**config.mk**
```make
export PLATFORM = sky130hd
export DESIGN_NAME = rotaryTop
export DESIGN_NICKNAME = d
export VERILOG_FILES = /design/src/rotaryPkg.sv /design/src/rotaryTop.sv /design/src/rotary.sv /design/src/rotaryInterface.sv /design/src/rotaryFilter.sv
export VERILOG_INCLUDE_DIRS = /design/src
export SDC_FILE = /design/constraint.sdc
export NUM_CORES = 1
export LEC_CHECK = 0
export BUFFER_PORTS_ARGS = -buffer_cell sky130_fd_sc_hd__buf_4
export CORE_MARGIN = 2
export CORE_UTILIZATION = 49
export CTS_CLUSTER_DIAMETER = 40
export DETAILED_ROUTE_END_ITERATION = 16
export GPL_TIMING_DRIVEN = 0
export PLACE_DENSITY = 0.81
export SLEW_MARGIN = 25
export SYNTH_ARGS = -nofsm -noshare
export SYNTH_HDL_FRONTEND = slang
export SYNTH_SLANG_ARGS = --single-unit
```
**constraint.sdc**
```tcl
create_clock -name clock -period 1.9 [get_ports clock]
set_clock_uncertainty 0.2 [all_clocks]
set_input_delay 0.19 -clock clock [delete_from_list [all_inputs] [get_ports clock]]
set_output_delay 0.19 -clock clock [all_outputs]
set_load 0.01 [all_outputs]
```
**src/rotary_consts.svh**
```systemverilog
`ifndef ROTARY_CONSTS_SVH
`define ROTARY_CONSTS_SVH

// instruction bus, opcode sits in the top bits
`define ROTARY_INST_WIDTH 12
`define ROTARY_CODE_WIDTH 4

// opcodes
`define ROTARY_OP_NOP 4'h0
`define ROTARY_OP_RDL 4'h1
`define ROTARY_OP_RDR 4'h2

// cycles a synchronized pair must hold still before it counts as a real change
`define ROTARY_FILTER_CYCLES 4

`endif
```
**src/rotaryPkg.sv**
```systemverilog
`include "rotary_consts.svh"

package rotaryPkg;

   // one instruction word and its opcode field
   typedef logic [`ROTARY_INST_WIDTH-1:0] instWord;
   typedef logic [`ROTARY_CODE_WIDTH-1:0] instCode;

   // encoder lines, bit 0 is phase A, bit 1 is phase B
   typedef logic [1:0] quadPair;

   // debounce counter, counts 0 .. ROTARY_FILTER_CYCLES
   typedef logic [$clog2(`ROTARY_FILTER_CYCLES + 1)-1:0] filterCount;

   typedef enum logic [1:0] {
      stateReset,
      stateReady,
      stateError
   } rotaryState;

endpackage

```
**src/rotaryTop.sv**
```systemverilog
module rotaryTop (
   input  logic              clock,
   input  logic              reset,
   input  rotaryPkg::instWord inst,
   input  logic              instEn,
   input  rotaryPkg::quadPair rotary,
   output logic              rotaryLeft,
   output logic              rotaryRight,
   output logic              error
);

   // raw encoder lines go in unsynchronized, the device handles that
   rotary rotaryDevice (
      .clock       (clock),
      .reset       (reset),
      .inst        (inst),
      .instEn      (instEn),
      .rotary      (rotary),
      .rotaryLeft  (rotaryLeft),
      .rotaryRight (rotaryRight),
      .error       (error)
   );

endmodule

```
**src/rotary.sv**
```systemverilog
`include "rotary_consts.svh"

module rotary (
   input  logic              clock,
   input  logic              reset,
   input  rotaryPkg::instWord inst,
   input  logic              instEn,
   input  rotaryPkg::quadPair rotary,
   output logic              rotaryLeft,
   output logic              rotaryRight,
   output logic              error
);
   import rotaryPkg::*;

   rotaryState cState;
   rotaryState nState;

   logic cPendLeft;
   logic cOutLeft;
   logic cPendRight;
   logic cOutRight;

   logic nPendLeft;
   logic nOutLeft;
   logic nPendRight;
   logic nOutRight;

   instCode code;

   logic stepLeft;
   logic stepRight;

   assign code = inst[`ROTARY_INST_WIDTH-1 -: `ROTARY_CODE_WIDTH];

   // next-state values go straight out, a read shows up in its own cycle
   assign rotaryLeft  = nOutLeft;
   assign rotaryRight = nOutRight;
   assign error       = (cState == stateError);

   rotaryInterface stepUnit (
      .clock     (clock),
      .reset     (reset),
      .rotary    (rotary),
      .stepLeft  (stepLeft),
      .stepRight (stepRight)
   );

   always_ff @(posedge clock) begin
      if (reset) begin
         cState     <= stateReset;
         cPendLeft  <= 1'b0;
         cOutLeft   <= 1'b0;
         cPendRight <= 1'b0;
         cOutRight  <= 1'b0;
      end else begin
         cState     <= nState;
         cPendLeft  <= nPendLeft;
         cOutLeft   <= nOutLeft;
         cPendRight <= nPendRight;
         cOutRight  <= nOutRight;
      end
   end

   always_comb begin
      // ready and idle: pending flags collect steps, outputs hold
      nState     = cState;
      nPendLeft  = cPendLeft | stepLeft;
      nOutLeft   = cOutLeft;
      nPendRight = cPendRight | stepRight;
      nOutRight  = cOutRight;

      case (cState)
         stateReset: begin
            nState     = stateReady;
            nPendLeft  = 1'b0;
            nOutLeft   = 1'b0;
            nPendRight = 1'b0;
            nOutRight  = 1'b0;
         end

         stateReady: begin
            if (instEn) begin
               case (code)
                  `ROTARY_OP_NOP: begin
                  end
                  `ROTARY_OP_RDL: begin
                     nPendLeft = stepLeft;      // a step in the read cycle is kept
                     nOutLeft  = cPendLeft;
                  end
                  `ROTARY_OP_RDR: begin
                     nPendRight = stepRight;
                     nOutRight  = cPendRight;
                  end
                  default: begin
                     nState     = stateError;   // sticky until reset
                     nPendLeft  = 1'b0;
                     nOutLeft   = 1'b0;
                     nPendRight = 1'b0;
                     nOutRight  = 1'b0;
                  end
               endcase
            end
         end

         default: begin                         // stateError or a corrupt encoding
            nState     = stateError;
            nPendLeft  = 1'b0;
            nOutLeft   = 1'b0;
            nPendRight = 1'b0;
            nOutRight  = 1'b0;
         end
      endcase
   end

endmodule

```
**src/rotaryInterface.sv**
```systemverilog
module rotaryInterface (
   input  logic              clock,
   input  logic              reset,
   input  rotaryPkg::quadPair rotary,
   output logic              stepLeft,
   output logic              stepRight
);
   import rotaryPkg::*;

   quadPair stable;
   quadPair stableLast;

   logic [1:0] posNow;
   logic [1:0] posLast;
   logic [1:0] posDelta;

   logic moveRight;
   logic moveLeft;

   // position of a pair along the sequence 00, 01, 11, 10
   function automatic logic [1:0] grayPos(input quadPair pair);
      return {pair[1], pair[1] ^ pair[0]};
   endfunction

   rotaryFilter filterUnit (
      .clock  (clock),
      .reset  (reset),
      .rotary (rotary),
      .stable (stable)
   );

   assign posNow   = grayPos(stable);
   assign posLast  = grayPos(stableLast);
   assign posDelta = posNow - posLast;   // wraps modulo 4

   // delta of 2 means both lines flipped, no direction can be told
   assign moveRight = (posDelta == 2'd1);
   assign moveLeft  = (posDelta == 2'd3);

   always_ff @(posedge clock) begin
      if (reset) begin
         stableLast <= '0;               // filter also starts at 00
         stepLeft   <= 1'b0;
         stepRight  <= 1'b0;
      end else begin
         stableLast <= stable;
         stepLeft   <= moveLeft;         // single cycle, stableLast catches up
         stepRight  <= moveRight;
      end
   end

endmodule

```
**src/rotaryFilter.sv**
```systemverilog
`include "rotary_consts.svh"

module rotaryFilter #(
   parameter int stableCycles = `ROTARY_FILTER_CYCLES
) (
   input  logic              clock,
   input  logic              reset,
   input  rotaryPkg::quadPair rotary,
   output rotaryPkg::quadPair stable
);
   import rotaryPkg::*;

   quadPair    syncFirst;    // metastability stage
   quadPair    syncSecond;   // usable synchronized pair
   filterCount holdCount;

   logic pairMoved;
   logic pairIdle;
   logic holdDone;

   assign pairMoved = (syncFirst != syncSecond);   // pair changes on this edge
   assign pairIdle  = (syncSecond == stable);
   assign holdDone  = (holdCount == stableCycles);

   // raw lines are asynchronous to clock
   always_ff @(posedge clock) begin
      if (reset) begin
         syncFirst  <= '0;
         syncSecond <= '0;
      end else begin
         syncFirst  <= rotary;
         syncSecond <= syncFirst;
      end
   end

   // a candidate value is accepted only once it has stopped moving
   always_ff @(posedge clock) begin
      if (reset) begin
         holdCount <= '0;
         stable    <= '0;
      end else begin
         if (pairIdle || pairMoved) begin
            holdCount <= '0;            // bounce or nothing new
         end else if (holdDone) begin
            stable    <= syncSecond;
            holdCount <= '0;
         end else begin
            holdCount <= holdCount + 1'b1;
         end
      end
   end

endmodule

```
==> impl_metrics.csv <==
group,metric,value,unit
critical_path,worstPathRequired,1.88,ns
placement,placed_cell_area,888.4,um^2
placement,place_ws,0.3015,ns
global_route,grt_first_pass_wirelength,2.111,mm
floorplan,chipHeight,44.05,um
critical_path,cp.arrival,1.61,ns
floorplan,num_io_pins,20,
global_route,grt_pass1_vias,543,
timing,relSlewSlack,70.79,%
clock_network,root_buffer,"clkbuf_4",
timing,worst_slack,0.2751,ns
logic_synthesis,synthTopCellsByArea,"dfxtp_1 48%, nor2b_1 8.0%, ha_1 4.8%, nor2_1 4.8%, xnor2_1 4.5%",
global_route,overflow,0,
critical_path,crit_slowest_cell,"dfxtp_1",
placement,io_buffers,11,
critical_path,setup.worst_path.start_class,"flop",
critical_path,critPathMaxFanout,3,
logic_synthesis,async_flop_share,0,%
final_layout,syn_to_final_growth,20.22,%
detailed_routing,ant_nets,0,
clock_network,clock_latency,0.29,ns
pwr,p_per_area,704.1,mW/mm^2
pwr,total_power,0.6651,mW
detailed_routing,drc,0,
timing,setup_tns,0,ns
final_layout,final_cell_mix,"19 x dfxtp_1, 11 x buf_4, 10 x nor2b_1, 10 x nor2_1",
final_layout,layout.cells.non_filler,113,
clock_network,cts_tree,"yes",
placement,dpl.hpwl,948.3,um
timing,hold_viol_final,0,
timing,period_needed,1.625,ns
critical_path,reg2reg_slack,0.28,ns
floorplan,placementRows,14,
logic_synthesis,syn_nets,99,
detailed_routing,dr.first_iter.drc_count,9,
pwr,peakVddDrop,0.4406,mV
final_layout,drive_above_1_share,15.46,%
placement,dp.cells,106,
global_route,grt_usage,15.48,%
logic_synthesis,synth_edf_count,0,
logic_synthesis,synth_area,785.8,um^2
logic_synthesis,netlist_instances,79,
floorplan,core,0.001506,mm^2
pwr,p_leak,0.3878,nW
logic_synthesis,synth-main-ff-cell,"dfxtp_1",
final_layout,n_antenna_cell,0,
clock_network,cts.clk_slew.worst_paths,0.10,ns
detailed_routing,wire_per_inst,10.98,um
final_layout,nets,118,
global_route,antenna_found_initial,0,
worst_hold_path,hold_class,"in2reg",
critical_path,slowest_delay,0.35,ns
timing,setup_violations,0,
timing,fin_crit_sh,85.52,%
worst_hold_path,hp-start,"instEn",
critical_path,path_cells,"inv_1 > ha_1 > nand2_1 > nor3_1 > mux2_1",
critical_path,critPathBufInv,1,
detailed_routing,routed_via_density,5.088,
final_layout,postLayoutCellArea,944.7,um^2
clock_network,cts.sinks,19,
timing,fmax,615.4,MHz
logic_synthesis,synth_top_area_cell,"dfxtp_1",
critical_path,critPathTopFamily,"simple AND/OR/NAND/NOR gates",
final_layout,postLayoutCoreUtil,62.71,%
critical_path,startpoint,"rotaryDevice.stepUnit.filterUnit.holdCount[0]$_SDFF_PP0_",
logic_synthesis,yosysWarnings,0,
detailed_routing,firstDrtPassIters,2,
detailed_routing,routed_wl,1.241,mm
placement,gp_congestion,0.7498,
floorplan,dieWidth,44.05,um
logic_synthesis,synth_top_area_share,48.41,%
clock_network,cts.path.max_buffers,2,
job,drv_cap,0,
timing,final_max_slew_viol_count,0,
floorplan,start_util,52.16,%
final_layout,final_common_cell,"dfxtp_1",
clock_network,cts_buffers,3,
timing,whs,0.007596,ns
critical_path,rr_startpoint,"rotaryDevice.stepUnit.filterUnit.holdCount[0]$_SDFF_PP0_",
global_route,grt_max_degree,11,
floorplan,dieArea,0.001940,mm^2
timing,worstMarginPinSlew,0.4382,ns
logic_synthesis,ys_ff_latch,19,
outcome,status,"finished clean",
clock_network,htree_levels,1,
detailed_routing,via_count,575,
clock_network,cts_setup_buffers,0,
logic_synthesis,synth_cell_types,24,
logic_synthesis,syn-mean-instance-area,9.946,um^2
critical_path,end_kind,"flop",
critical_path,criticalPathCategory,"reg2reg",
logic_synthesis,synth-seq-area-share,48.41,%
timing,rsz0062_at_grt,"no",
final_layout,nFillCells,125,
-- cells by family (layout without fill, tap and decap cells) --
kind of cell	Yosys count	count (layout)	synth area share, %
AOI/OAI and AO/OA	11	11	10.03
xor gates and xnor gates	8	8	8.916
adders and majority gates	3	3	4.778
buffers and inverters	4	22	1.910
DFF	19	19	48.41
muxes	2	2	2.866
and+or+nand+nor	32	32	23.09
-- metal layers --
metal / share of wire (%) / GRT usage [%]
met1: 43 / 15.89
met2: 52 / 27.35
met3: 4.8 / 6.122
met4: 0.56 / 7.273
met5: 0 / 0
-- cells in the mapped netlist (all sizes together), types with 2 or more instances --
cell type / count
nor3: 3
ha: 3
nor2: 10
o31ai: 2
nor3b: 3
inv: 3
dfxtp: 19
nor2b: 10
xor2: 4
a21oi: 3
nand2: 2
mux2: 2
xnor2: 4
a22oi: 2
-- area by class of cell --
cell class                 count  area [um^2]  share of cell area (%)
inverter                       3        11.26                   1.192
clock buffer                   4        26.28                   2.781
sequential                    19        380.4                   40.26
timing repair buffer          14        112.6                   11.92
multi-input combinational     56        390.4                   41.32
tap                           16        20.02                   2.119
buffer                         1        3.754                  0.3974
-- sequential cells by signal (all words and copies together) (netlist names) --
signal,count
rotaryDevice.cOutLeft,1
rotaryDevice.cOutRight,1
rotaryDevice.stepUnit.filterUnit.syncSecond,2
rotaryDevice.stepUnit.filterUnit.syncFirst,2
rotaryDevice.stepUnit.filterUnit.stable,2
rotaryDevice.stepUnit.stepLeft,1
rotaryDevice.stepUnit.stepRight,1
rotaryDevice.cState,2
rotaryDevice.stepUnit.stableLast,2
rotaryDevice.cPendLeft,1
rotaryDevice.cPendRight,1
rotaryDevice.stepUnit.filterUnit.holdCount,3
-- worst min-delay path, delay by kind of cell --
kind                   cells  cell delay [ns]
buffers and inverters      1             0.11
AOI/OAI and AO/OA          1             0.10
and+or+nand+nor            1             0.07
-- worst paths after layout --
check	depth (start not counted)	to
setup / recovery	5	rotaryDevice.stepUnit.filterUnit.stable[0]$_SDFFE_PP0P_
hold / removal	3	rotaryDevice.cState[1]$_SDFFE_PP0P_
setup reg to reg	5	rotaryDevice.stepUnit.filterUnit.stable[0]$_SDFFE_PP0P_
hold reg to reg	2	rotaryDevice.cPendLeft$_SDFF_PP0_
-- repair_timing --
| item | in CTS | in global routing |
|---|---|---|
| endpoints found under the hold margin | 4 | 0 |
| hold buffers | 3 | 0 |
| resized for setup | 0 | 0 |
-- report_power, final --
group	switching (mW)	internal, mW	total (mW)
Sequential	0.00666	0.407	0.413
Clock	0.113	0.0816	0.194
Combinational	0.0259	0.0318	0.0576
Total	0.145	0.520	0.665
(Power assumes the default switching activity.)
